**config.mk**
```make
export PLATFORM = sky130hd
export DESIGN_NAME = core_loader_top
export DESIGN_NICKNAME = d
export VERILOG_FILES = /design/src/rtl/loader_pkg.sv /design/src/rtl/bridge_load_capture.sv /design/src/rtl/load_fifo.sv /design/src/rtl/axil_load_writer.sv /design/src/rtl/bridge_status_regs.sv /design/src/rtl/core_loader_top.sv
export SDC_FILE = /design/constraint.sdc
export NUM_CORES = 1
export LEC_CHECK = 0
export BUFFER_PORTS_ARGS = -buffer_cell sky130_fd_sc_hd__buf_2
export CAP_MARGIN = 20
export CORE_MARGIN = 2
export CORE_UTILIZATION = 60
export DETAILED_ROUTE_END_ITERATION = 8
export GPL_ROUTABILITY_DRIVEN = 0
export HOLD_SLACK_MARGIN = 0.03
export PLACE_DENSITY = 0.91
export SYNTH_ARGS = -nofsm -noshare
export SYNTH_HDL_FRONTEND = slang
export SYNTH_HIERARCHICAL = 1
export SYNTH_SLANG_ARGS = --single-unit
export TNS_END_PERCENT = 20
```
**constraint.sdc**
```tcl
create_clock -name clk_74a -period 7.7 [get_ports clk_74a]
set_input_delay 1.54 -clock clk_74a [delete_from_list [all_inputs] [get_ports clk_74a]]
set_output_delay 1.54 -clock clk_74a [all_outputs]
set_load 0.005 [all_outputs]
```
**src/rtl/loader_pkg.sv**
```systemverilog
//////////////////////////////////////////////////
// loader package
// bus widths, address windows, status register map
// and the packed records shared by the load path
//////////////////////////////////////////////////

`default_nettype none

package loader_pkg;

  // bus widths
  localparam int bridge_addr_width   = 32;
  localparam int bridge_data_width   = 32;
  localparam int load_offset_width   = 20;
  localparam int status_offset_width = 24;

  // address windows, matched on the top of the bridge address
  localparam logic [3:0] load_window_nibble = 4'h1;
  localparam logic [7:0] status_window_byte = 8'hf8;

  //////////////////////////////////////////////////
  // status register map, byte offsets in the window

  localparam logic [status_offset_width-1:0] reg_ctrl      = 24'h00;
  localparam logic [status_offset_width-1:0] reg_accepted  = 24'h04;
  localparam logic [status_offset_width-1:0] reg_dropped   = 24'h08;
  localparam logic [status_offset_width-1:0] reg_completed = 24'h0c;
  localparam logic [status_offset_width-1:0] reg_errors    = 24'h10;

  //////////////////////////////////////////////////
  // records

  // one cycle of bridge request, rd and wr are strobes
  typedef struct packed {
    logic [bridge_addr_width-1:0] addr;
    logic                         rd;
    logic                         wr;
    logic [bridge_data_width-1:0] wr_data;
  } bridge_req_t;

  // captured word, byte offset into the load window
  typedef struct packed {
    logic [load_offset_width-1:0] offset;
    logic [bridge_data_width-1:0] data;
  } load_word_t;

  // axi4-lite write channels, master side
  typedef struct packed {
    logic [bridge_addr_width-1:0]   awaddr;
    logic                           awvalid;
    logic [bridge_data_width-1:0]   wdata;
    logic [bridge_data_width/8-1:0] wstrb;
    logic                           wvalid;
    logic                           bready;
  } axil_wr_req_t;

  // axi4-lite write channels, slave side
  typedef struct packed {
    logic       awready;
    logic       wready;
    logic       bvalid;
    logic [1:0] bresp;
  } axil_wr_rsp_t;

  // status event counter
  typedef logic [15:0] count_t;

endpackage

`default_nettype wire

```
**src/rtl/bridge_load_capture.sv**
```systemverilog
//////////////////////////////////////////////////
// bridge load capture
// turns load window writes into load records and
// offers each one to the fifo for a single cycle
//////////////////////////////////////////////////

`default_nettype none

module bridge_load_capture #(
  parameter bit bridge_little_endian = 1'b1
) (
  input  wire                         clk_74a,
  input  wire                         rst,
  input  wire loader_pkg::bridge_req_t bridge_req,
  input  wire                         load_active,
  input  wire                         push_ready,
  output logic                        push_valid,
  output loader_pkg::load_word_t      push_item,
  output logic                        word_accepted,
  output logic                        word_dropped
);
  import loader_pkg::*;

  logic                         window_hit;
  logic [bridge_data_width-1:0] word_data;

  // top nibble selects the load window, ignored while loading is off
  assign window_hit = bridge_req.wr && load_active &&
                      (bridge_req.addr[bridge_addr_width-1 -: 4] == load_window_nibble);

  // byte order of the incoming word
  generate
    if (bridge_little_endian) begin : g_little
      assign word_data = bridge_req.wr_data;
    end else begin : g_big
      // big-endian bridge, swap bytes end for end
      assign word_data = {bridge_req.wr_data[7:0], bridge_req.wr_data[15:8],
                          bridge_req.wr_data[23:16], bridge_req.wr_data[31:24]};
    end
  endgenerate

  // one push per window write
  always_ff @(posedge clk_74a) begin
    if (rst) begin
      push_valid <= 1'b0;
    end else begin
      push_valid <= window_hit;
    end
  end

  // record payload, offset is the low address bits
  always_ff @(posedge clk_74a) begin
    if (window_hit) begin
      push_item.offset <= bridge_req.addr[load_offset_width-1:0];
      push_item.data   <= word_data;
    end
  end

  // nothing is held back, a full fifo loses the word
  assign word_accepted = push_valid && push_ready;
  assign word_dropped  = push_valid && !push_ready;

  // bridge strobes are spaced apart, so records never arrive back to back
  a_push_single: assert property (@(posedge clk_74a) disable iff (rst)
    push_valid |=> !push_valid);

endmodule

`default_nettype wire

```
**src/rtl/load_fifo.sv**
```systemverilog
//////////////////////////////////////////////////
// load fifo
// synchronous circular buffer, the stored item
// type is set by the instantiating level
//////////////////////////////////////////////////

`default_nettype none

module load_fifo #(
  parameter int  fifo_depth = 8,
  parameter type item_t     = logic [31:0]
) (
  input  wire        clk_74a,
  input  wire        rst,
  input  wire        push_valid,
  input  wire item_t push_item,
  output logic       push_ready,
  output logic       pop_valid,
  output item_t      pop_item,
  input  wire        pop_ready
);

  localparam int ptr_w = (fifo_depth > 1) ? $clog2(fifo_depth) : 1;
  localparam int cnt_w = $clog2(fifo_depth + 1);
  localparam logic [ptr_w-1:0] last_ptr   = ptr_w'(fifo_depth - 1);
  localparam logic [cnt_w-1:0] full_count = cnt_w'(fifo_depth);

  item_t            mem [fifo_depth];
  logic [ptr_w-1:0] wr_ptr;
  logic [ptr_w-1:0] rd_ptr;
  logic [cnt_w-1:0] count;
  logic             push_fire;
  logic             pop_fire;

  // flags straight from the occupancy count
  assign push_ready = (count != full_count);
  assign pop_valid  = (count != '0);
  assign pop_item   = mem[rd_ptr];
  assign push_fire  = push_valid && push_ready;
  assign pop_fire   = pop_valid && pop_ready;

  // storage
  always_ff @(posedge clk_74a) begin
    if (push_fire) begin
      mem[wr_ptr] <= push_item;
    end
  end

  // pointers wrap at depth, which need not be a power of two
  always_ff @(posedge clk_74a) begin
    if (rst) begin
      wr_ptr <= '0;
      rd_ptr <= '0;
      count  <= '0;
    end else begin
      if (push_fire) begin
        wr_ptr <= (wr_ptr == last_ptr) ? '0 : wr_ptr + 1'b1;
      end
      if (pop_fire) begin
        rd_ptr <= (rd_ptr == last_ptr) ? '0 : rd_ptr + 1'b1;
      end
      // push and pop together leave the count alone
      case ({push_fire, pop_fire})
        2'b10:   count <= count + 1'b1;
        2'b01:   count <= count - 1'b1;
        default: count <= count;
      endcase
    end
  end

  a_no_overflow: assert property (@(posedge clk_74a) disable iff (rst)
    count <= full_count);

  // from empty the count can only step up, a wrap below zero lands far higher
  a_no_underflow: assert property (@(posedge clk_74a) disable iff (rst)
    (count == '0) |=> (count <= cnt_w'(1)));

endmodule

`default_nettype wire

```
**src/rtl/axil_load_writer.sv**
```systemverilog
//////////////////////////////////////////////////
// axi4-lite load writer
// pops load records, one write transaction each,
// a single transaction in flight
//////////////////////////////////////////////////

`default_nettype none

module axil_load_writer (
  input  wire                           clk_74a,
  input  wire                           rst,
  input  wire                           pop_valid,
  input  wire loader_pkg::load_word_t   pop_item,
  output logic                          pop_ready,
  output loader_pkg::axil_wr_req_t      axil_req,
  input  wire loader_pkg::axil_wr_rsp_t axil_rsp,
  output logic                          write_done,
  output logic                          write_error
);
  import loader_pkg::*;

  typedef enum logic [1:0] {
    st_idle,
    st_addr_data,
    st_resp
  } state_t;

  state_t                       state;
  logic                         aw_done;
  logic                         w_done;
  logic [bridge_addr_width-1:0] awaddr_q;
  logic [bridge_data_width-1:0] wdata_q;
  logic                         aw_fire;
  logic                         w_fire;
  logic                         b_fire;
  logic                         take;

  assign aw_fire = axil_req.awvalid && axil_rsp.awready;
  assign w_fire  = axil_req.wvalid && axil_rsp.wready;
  assign b_fire  = (state == st_resp) && axil_rsp.bvalid;

  // next record may be taken in the response cycle
  assign pop_ready = (state == st_idle) || b_fire;
  assign take      = pop_valid && pop_ready;

  // channel valids come from state only
  always_comb begin
    axil_req.awaddr  = awaddr_q;
    axil_req.awvalid = (state == st_addr_data) && !aw_done;
    axil_req.wdata   = wdata_q;
    axil_req.wstrb   = '1;
    axil_req.wvalid  = (state == st_addr_data) && !w_done;
    axil_req.bready  = (state == st_resp);
  end

  assign write_done  = b_fire;
  assign write_error = b_fire && (axil_rsp.bresp != 2'b00);

  // payload, offset zero extended to a full address
  always_ff @(posedge clk_74a) begin
    if (take) begin
      awaddr_q <= bridge_addr_width'(pop_item.offset);
      wdata_q  <= pop_item.data;
    end
  end

  //////////////////////////////////////////////////
  // fsm

  always_ff @(posedge clk_74a) begin
    if (rst) begin
      state   <= st_idle;
      aw_done <= 1'b0;
      w_done  <= 1'b0;
    end else begin
      case (state)
        st_idle: begin
          if (take) begin
            state <= st_addr_data;
          end
        end
        st_addr_data: begin
          // address and data may be accepted in either order
          if (aw_fire) begin
            aw_done <= 1'b1;
          end
          if (w_fire) begin
            w_done <= 1'b1;
          end
          if ((aw_done || aw_fire) && (w_done || w_fire)) begin
            state   <= st_resp;
            aw_done <= 1'b0;
            w_done  <= 1'b0;
          end
        end
        st_resp: begin
          if (b_fire) begin
            state <= take ? st_addr_data : st_idle;
          end
        end
        default: state <= st_idle;
      endcase
    end
  end

  // address payload holds while the slave stalls
  a_awaddr_stable: assert property (@(posedge clk_74a) disable iff (rst)
    axil_req.awvalid && !axil_rsp.awready |=> axil_req.awvalid && $stable(axil_req.awaddr));

endmodule

`default_nettype wire

```
**src/rtl/bridge_status_regs.sv**
```systemverilog
//////////////////////////////////////////////////
// bridge status registers
// load enable, event counters and the registered
// bridge read mux for the command window
//////////////////////////////////////////////////

`default_nettype none

module bridge_status_regs (
  input  wire                                      clk_74a,
  input  wire                                      rst,
  input  wire loader_pkg::bridge_req_t             bridge_req,
  output logic [loader_pkg::bridge_data_width-1:0] bridge_rd_data,
  output logic                                     load_active,
  input  wire                                      word_accepted,
  input  wire                                      word_dropped,
  input  wire                                      write_done,
  input  wire                                      write_error
);
  import loader_pkg::*;

  // counter slots
  localparam int idx_accepted  = 0;
  localparam int idx_dropped   = 1;
  localparam int idx_completed = 2;
  localparam int idx_errors    = 3;

  logic                           status_hit;
  logic [status_offset_width-1:0] reg_offset;
  logic                           ctrl_wr;
  logic                           clear_counts;
  logic [3:0]                     events;
  count_t                         counts [4];
  logic [bridge_data_width-1:0]   rd_mux;

  assign status_hit = (bridge_req.addr[bridge_addr_width-1 -: 8] == status_window_byte);
  assign reg_offset = bridge_req.addr[status_offset_width-1:0];
  assign ctrl_wr    = bridge_req.wr && status_hit && (reg_offset == reg_ctrl);

  // only the off to on edge restarts the counts
  assign clear_counts = ctrl_wr && bridge_req.wr_data[0] && !load_active;
  assign events       = {write_error, write_done, word_dropped, word_accepted};

  always_ff @(posedge clk_74a) begin
    if (rst) begin
      load_active <= 1'b0;
    end else if (ctrl_wr) begin
      load_active <= bridge_req.wr_data[0];
    end
  end

  always_ff @(posedge clk_74a) begin
    for (int i = 0; i < 4; i++) begin
      if (rst || clear_counts) begin
        counts[i] <= '0;
      end else if (events[i]) begin
        counts[i] <= counts[i] + 1'b1;
      end
    end
  end

  //////////////////////////////////////////////////
  // read back, unmapped offsets read zero

  always_comb begin
    rd_mux = '0;
    if (status_hit) begin
      case (reg_offset)
        reg_ctrl:      rd_mux = bridge_data_width'(load_active);
        reg_accepted:  rd_mux = bridge_data_width'(counts[idx_accepted]);
        reg_dropped:   rd_mux = bridge_data_width'(counts[idx_dropped]);
        reg_completed: rd_mux = bridge_data_width'(counts[idx_completed]);
        reg_errors:    rd_mux = bridge_data_width'(counts[idx_errors]);
        default:       rd_mux = '0;
      endcase
    end
  end

  // value held until the next read strobe
  always_ff @(posedge clk_74a) begin
    if (rst) begin
      bridge_rd_data <= '0;
    end else if (bridge_req.rd) begin
      bridge_rd_data <= rd_mux;
    end
  end

endmodule

`default_nettype wire

```
**src/rtl/core_loader_top.sv**
```systemverilog
//////////////////////////////////////////////////
// core loader top
// bridge capture, load fifo and axi writer, with
// the status registers alongside
//////////////////////////////////////////////////

`default_nettype none

module core_loader_top #(
  parameter int fifo_depth           = 8,
  parameter bit bridge_little_endian = 1'b1
) (
  input  wire                                     clk_74a,
  input  wire                                     rst,
  input  wire loader_pkg::bridge_req_t            bridge_req,
  output wire [loader_pkg::bridge_data_width-1:0] bridge_rd_data,
  output wire loader_pkg::axil_wr_req_t           axil_req,
  input  wire loader_pkg::axil_wr_rsp_t           axil_rsp
);
  import loader_pkg::*;

  // capture to fifo
  logic       load_active;
  logic       push_valid;
  logic       push_ready;
  load_word_t push_item;
  // fifo to writer
  logic       pop_valid;
  logic       pop_ready;
  load_word_t pop_item;
  // events into the counters
  logic       word_accepted;
  logic       word_dropped;
  logic       write_done;
  logic       write_error;

  bridge_load_capture #(
    .bridge_little_endian(bridge_little_endian)
  ) bridge_load_capture_inst (
    .clk_74a      (clk_74a),
    .rst          (rst),
    .bridge_req   (bridge_req),
    .load_active  (load_active),
    .push_ready   (push_ready),
    .push_valid   (push_valid),
    .push_item    (push_item),
    .word_accepted(word_accepted),
    .word_dropped (word_dropped)
  );

  load_fifo #(
    .fifo_depth(fifo_depth),
    .item_t    (load_word_t)
  ) load_fifo_inst (
    .clk_74a   (clk_74a),
    .rst       (rst),
    .push_valid(push_valid),
    .push_item (push_item),
    .push_ready(push_ready),
    .pop_valid (pop_valid),
    .pop_item  (pop_item),
    .pop_ready (pop_ready)
  );

  axil_load_writer axil_load_writer_inst (
    .clk_74a    (clk_74a),
    .rst        (rst),
    .pop_valid  (pop_valid),
    .pop_item   (pop_item),
    .pop_ready  (pop_ready),
    .axil_req   (axil_req),
    .axil_rsp   (axil_rsp),
    .write_done (write_done),
    .write_error(write_error)
  );

  bridge_status_regs bridge_status_regs_inst (
    .clk_74a       (clk_74a),
    .rst           (rst),
    .bridge_req    (bridge_req),
    .bridge_rd_data(bridge_rd_data),
    .load_active   (load_active),
    .word_accepted (word_accepted),
    .word_dropped  (word_dropped),
    .write_done    (write_done),
    .write_error   (write_error)
  );

endmodule

`default_nettype wire

```
## Word level (Yosys, flattened, before mapping)

Memory sizes are Yosys's and may differ from the RTL's. A register that Yosys moved wholly into a read port is not among the register bits.
Index checks and enable logic that the tools add are counted.

- Add/sub/neg operators: 8
- Multipliers: 0
- Divide/modulo/power cells: 0
- $lt $le $gt $ge: 0
- Equal/unequal tests: 16
- Shift operators: 0
- Muxes and demuxes: 33
- Bitwise operators: 4
- Reduce and logical (&&, ||, !) cells: 34

Operators with widths:

| operator | count |
|---|---|
| $pmux 16 s5 | 1 |
| $add 16x1->16 const B | 4 |
| $mux 16 | 4 |
| $eq 24x4->1 const B | 2 |
| $mux 32 | 1 |
| $eq 24x3->1 const B | 1 |
| $eq 24x5->1 const B | 1 |
| $logic_not 24->1 | 1 |
| $mux 1 | 20 |
| $logic_and 1x1->1 | 16 |
| $eq 8x8->1 const B | 1 |
| $pmux 4 s2 | 1 |
| $reduce_bool 2->1 | 4 |
| $add 3x1->3 const B | 2 |
| $eq 3x3->1 const B | 2 |
| $mux 2 | 3 |
| $mux 3 | 2 |
| $pmux 2 s3 | 1 |
| $add 4x1->4 const B | 1 |
| $eq 2x1->1 const B | 2 |
| $eq 2x2->1 const B | 2 |
| $eq 4x1->1 const B | 1 |
| $logic_not 1->1 | 4 |
| $logic_or 1x1->1 | 4 |
| 9 further kinds | 14 |

- Register bits: 100
- Bits in latches: 0
- Memory bits (writable): 480
- ROM bits: 0
- Input port bits: 73
- Output and inout bits: 103
- Logic and storage cells: 108
- Memories: 2

Memories:

| name | depth | width | read ports | clocked after Yosys merged registers in | wr ports | line | source |
|---|---|---|---|---|---|---|---|
| load_fifo_inst.mem | 8 | 52 | 1 | 1 | 1 | load_fifo.sv:28 | `item_t mem [fifo_depth];` |
| bridge_status_regs_inst.counts | 4 | 16 | 4 | 0 | 4 | bridge_status_regs.sv:33 | `count_t counts [4];` |

## Logic depth before layout (Yosys ltp)

- Word-level depth: 9
- Gate-level depth with buffers: 11

## Cells and area by module

The synthesis kept the hierarchy.

Modules (own cells, without submodules):

| module | times used | cells each | area an instance (µm²) | sequential area each (µm²) |
|---|---|---|---|---|
| load_fifo | 1 | 679 | 16,310.6 | 12,752.2 |
| bridge_status_regs | 1 | 457 | 4,665.7 | 2,262.2 |
| axil_load_writer | 1 | 96 | 1,936.9 | 1,641.6 |
| bridge_load_capture | 1 | 58 | 1,627.8 | 1,581.5 |

## Worst setup path after synthesis

No wires, ideal clock.

- Path type: register to register
- From: register load_fifo_inst.count[1]
- To: memory load_fifo_inst/mem[0][0] (netlist bit) (enable)
- Setup time: 590 ps
- Arrival: 5,804 ps
- Slack: 1,305 ps
- Stages on the path, launching flop included: 5
- Path buffers: 1
- Clock period less this slack: 6,395 ps
- Cell sequence: dfxtp_1 -> or4b_1 -> clkbuf_1 -> nand2_2 -> nor4_1

- Word-level cells in the longest chain between the ends: 4

RTL lines:

| what | line | source |
|---|---|---|
| from (decl) | load_fifo.sv:31 | `logic [cnt_w-1:0] count;` |
| from (signal assigned) | load_fifo.sv:64 | `2'b10: count <= count + 1'b1;` |
| from (signal assigned) | load_fifo.sv:65 | `2'b01: count <= count - 1'b1;` |
| from (signal assigned) | load_fifo.sv:66 | `default: count <= count;` |
| $ne 4x4->1 | load_fifo.sv:36 | `assign push_ready = (count != full_count);` |
| net push_ready | core_loader_top.sv:25 | `logic push_ready;` |
| $logic_and 1x1->1 | load_fifo.sv:39 | `assign push_fire = push_valid && push_ready;` |
| $mux 1 | load_fifo.sv:44 | `if (push_fire) begin` |
| $mux 1 (not written as such) | load_fifo.sv:45 | `mem[wr_ptr] <= push_item;` |
| to (decl) | load_fifo.sv:28 |  |

The timed path passes the listed nets, and every way through them passes these cells.

## Worst setup path in the final report

- From: input port bridge_req[42] (netlist bit)
- To: register bridge_status_regs_inst/bridge_rd_data[4] (netlist bit)

- Word-level cells in the longest chain between the ends: 3
- Elaborated cells between the ends (all ways): 7
- Those cells by class: eq/ne: 4; mux: 2; reduce/logical: 1

RTL lines:

| what | line | source |
|---|---|---|
| from (decl) | core_loader_top.sv:15 | `input wire loader_pkg::bridge_req_t bridge_req,` |
| $eq 24x5->1 (tied with other cells) | bridge_status_regs.sv:68 | `case (reg_offset)` |
| $pmux 16 s5 (*) | bridge_status_regs.sv:68 |  |
| $mux 32 (*) | bridge_status_regs.sv:67 | `if (status_hit) begin` |
| to (signal assigned) | bridge_status_regs.sv:84 | `bridge_rd_data <= rd_mux;` |
| to (decl) | bridge_status_regs.sv:13 | `output logic [loader_pkg::bridge_data_width-1:0] bridge_rd_data,` |

Mark *: on every way between the ends. The rest lies on a longest branch, timed or not.
A chain may end at the register's enable or synchronous reset.

==> qor.yml <==
status: "finished, final reports clean"
die_x_um: 206
dp_slack_ps: 3310
finClkSkew_ps: 29.5
min_period_ps: 3700
grt_max_degree: 59
ys_types: 62
drv_cap: 0
ys_ff_latch: 619
cts_max_level: 2
period_share_pct: 48.1
cp_max_fo: 16
grt_pass1_wl_mm: 78.7
insertedDiodeCount: 0
hold_violations: 0
setup_viol: 0
antenna_found_initial: 0
netlist.area_leader.share_pct: 71.5
hpwl_mm: 27.3
worst_setup_path_start_kind: "input port"
drt-wirelength-per-cell_um: 26.2
synth_warnings: 6
fmaxAchievable_ghz: 0.270
io_buffers: 143
route.detailed.drc: 0
cts_root_buf: "clkbuf_16"
cp-end-kind: "flip-flop"
setup_tns_ps: 0
worstPathArrival_ps: 4220
hold_class: "reg -> reg"
synth_edf_count: 584
dieArea_um2: 42500
ant_nets: 0
setup_ws_ps: 4000
clock_path_buffers: 3
synth-async-reset-ratio_pct: 0
tightest_slew_ps: 971
first_iter_violations: 1371
place_area_um2: 25600
grt_pass1_vias: 12965
clock_latency_ps: 630
hold_buffers: 0
via_count: 12668
synth-main-ff-cell: "edfxtp_1"
postLayoutCellArea_um2: 27600
drive_above_1_share_pct: 30.2
cpPeakStageDelay_ps: 850
p_per_area_nw_per_um2: 297
io_pins: 176
netlist_top_cells_area: "edfxtp_1 (71%), mux4_2 (9.4%), mux2_2 (3.1%)"
cts.clk_slew.worst_paths_ps: 60
cts_buffers: 58
grt.overflow.total: 0
die_h_um: 206
worstSetupPathType: "in -> reg"
max-slew-margin-rel_pct: 35.3
syn_inst: 1290
cts_resized: 0
initial_core_util_pct: 60.4
cts_setup_buffers: 0
holdWs_ps: 458
firstDrtPassIters: 6
final_core_util_pct: 68.0
core_area_um2: 40600
drt-vias-per-instance: 6.23
critical_path_required_ps: 8220
num_rows: 74
syn_avg_cell_area_um2: 19.0
irDropWorstVdd_mv: 0.293
yosysTopAreaCell: "edfxtp_1"
p_leak_nw: 9.05
slowest_stage: "nor4_4"
crit_path_cell_trace: "buf_2 > nor4_1 > nand4_2 > nor4_4 > a21oi_1 > o21ai_0"
synth_seq_area_share_pct: 74.3
cts_tree: "done"
maxSlewViolCount: 0
nets: 1538
netlist_top_cells_count: "edfxtp_1 (584), mux4_2 (102), nor2_1 (82)"
area_growth_pct: 12.6
rsz0062_at_grt: "false"
drt_wl_total_mm: 53.3
grt_util_all_layers_pct: 25.5
synthesis.area_um2: 24500
synth_most_common_cell: "edfxtp_1"
cts.sinks: 619
layout by cell type, fill, tap and decap left out, types with 11 or more instances in the layout:
master     Yosys  routed
clkbuf_16      0      59
buf_2         13     143
mux4_2       102     102
a21oi_1       24      24
and3_1        17      17
xnor2_1       23      23
nor3_1        27      23
edfxtp_1     584     584
nand3_1       29      29
clkinv_2       0      15
a22oi_1       15      15
nand2_1       44      44
buf_4         37      15
mux2_2        68      68
nor2_1        82      78
dfxtp_1       35      32
xor2_1        36      36
ha_1          11      11
conb_1         3      32
critical path, delay by kind of cell:
kind                   cells  cell delay, ps
buffers and inverters      1             120
AO/OA/AOI/OAI              2             350
AND/OR/NAND/NOR            3            2200
stage by stage:
stage               std cells  total power [mW]
finish                   2034              8.21
CTS                      2034              8.26
global placement         1926              5.19
floorplan                1319              4.92
detailed placement       1926              5.24
global route             2034              8.48
layout make-up:
| type | instances | area [um2] |
|---|---|---|
| Clock buffer | 73 | 1560 |
| Inverter | 5 | 18.8 |
| Tap cell | 532 | 666 |
| Timing Repair Buffer | 158 | 828 |
| Fill cell | 2402 | 13000 |
| Sequential cell | 619 | 18200 |
| Multi-Input combinational cell | 612 | 5870 |
| Clock inverter | 35 | 447 |
routing by layer:
layer / GRT usage [%] / wire length (um)
met5: 0 / 0
met4: 8.98 / 1490
met3: 4.13 / 4420
met2: 43.6 / 27500
met1: 33.4 / 19800
report_power, final:
part	switching, mW	internal [mW]	leakage [nW]	total, mW
combinational	0.581	0.565	2.42	1.15
clock	1.26	1.75	0.989	3.01
sequential	0.169	3.89	5.64	4.06
registers in the layout, summed over array words and instances, names as in the netlist, named ones only:
signal                                  cells
axil_load_writer_inst/awaddr_q             20
axil_load_writer_inst/state                 2
axil_load_writer_inst/wdata_q              32
bridge_status_regs_inst/counts             64
load_fifo_inst/rd_ptr                       3
load_fifo_inst/count                        4
axil_load_writer_inst/w_done                1
load_fifo_inst/mem                        416
bridge_load_capture_inst/push_valid         1
load_fifo_inst/wr_ptr                       3
bridge_status_regs_inst/load_active         1
axil_load_writer_inst/aw_done               1
bridge_status_regs_inst/bridge_rd_data     16
bridge_load_capture_inst/push_item         52
cell families (layout without fill, tap and decap cells):
| kind of cell | Yosys count | after routing | share of synthesized area [%] |
|---|---|---|---|
| buf+inv | 88 | 271 | 2.46 |
| mux | 176 | 176 | 12.9 |
| fa+ha+maj | 11 | 11 | 0.561 |
| xor+xnor | 59 | 59 | 2.11 |
| simple gates | 268 | 268 | 5.83 |
| other cells | 3 | 32 | 0.0459 |
| compound gates | 66 | 66 | 1.76 |
| flops | 619 | 619 | 74.3 |
final timing paths:
path / start / end / slack, ps / cells past startpoint
setup / recovery: bridge_req[42] / bridge_status_regs_inst/bridge_rd_data[4] / 4000 / 6
hold reg to reg: bridge_status_regs_inst/bridge_rd_data[10] / bridge_status_regs_inst/bridge_rd_data[10] / 460 / 2
setup reg to reg: flip-flop / axil_load_writer_inst/wdata_q[1] / 4900 / 3
hold / removal: bridge_status_regs_inst/bridge_rd_data[10] / bridge_status_regs_inst/bridge_rd_data[10] / 460 / 2
Power figures use the tool's default switching activity.
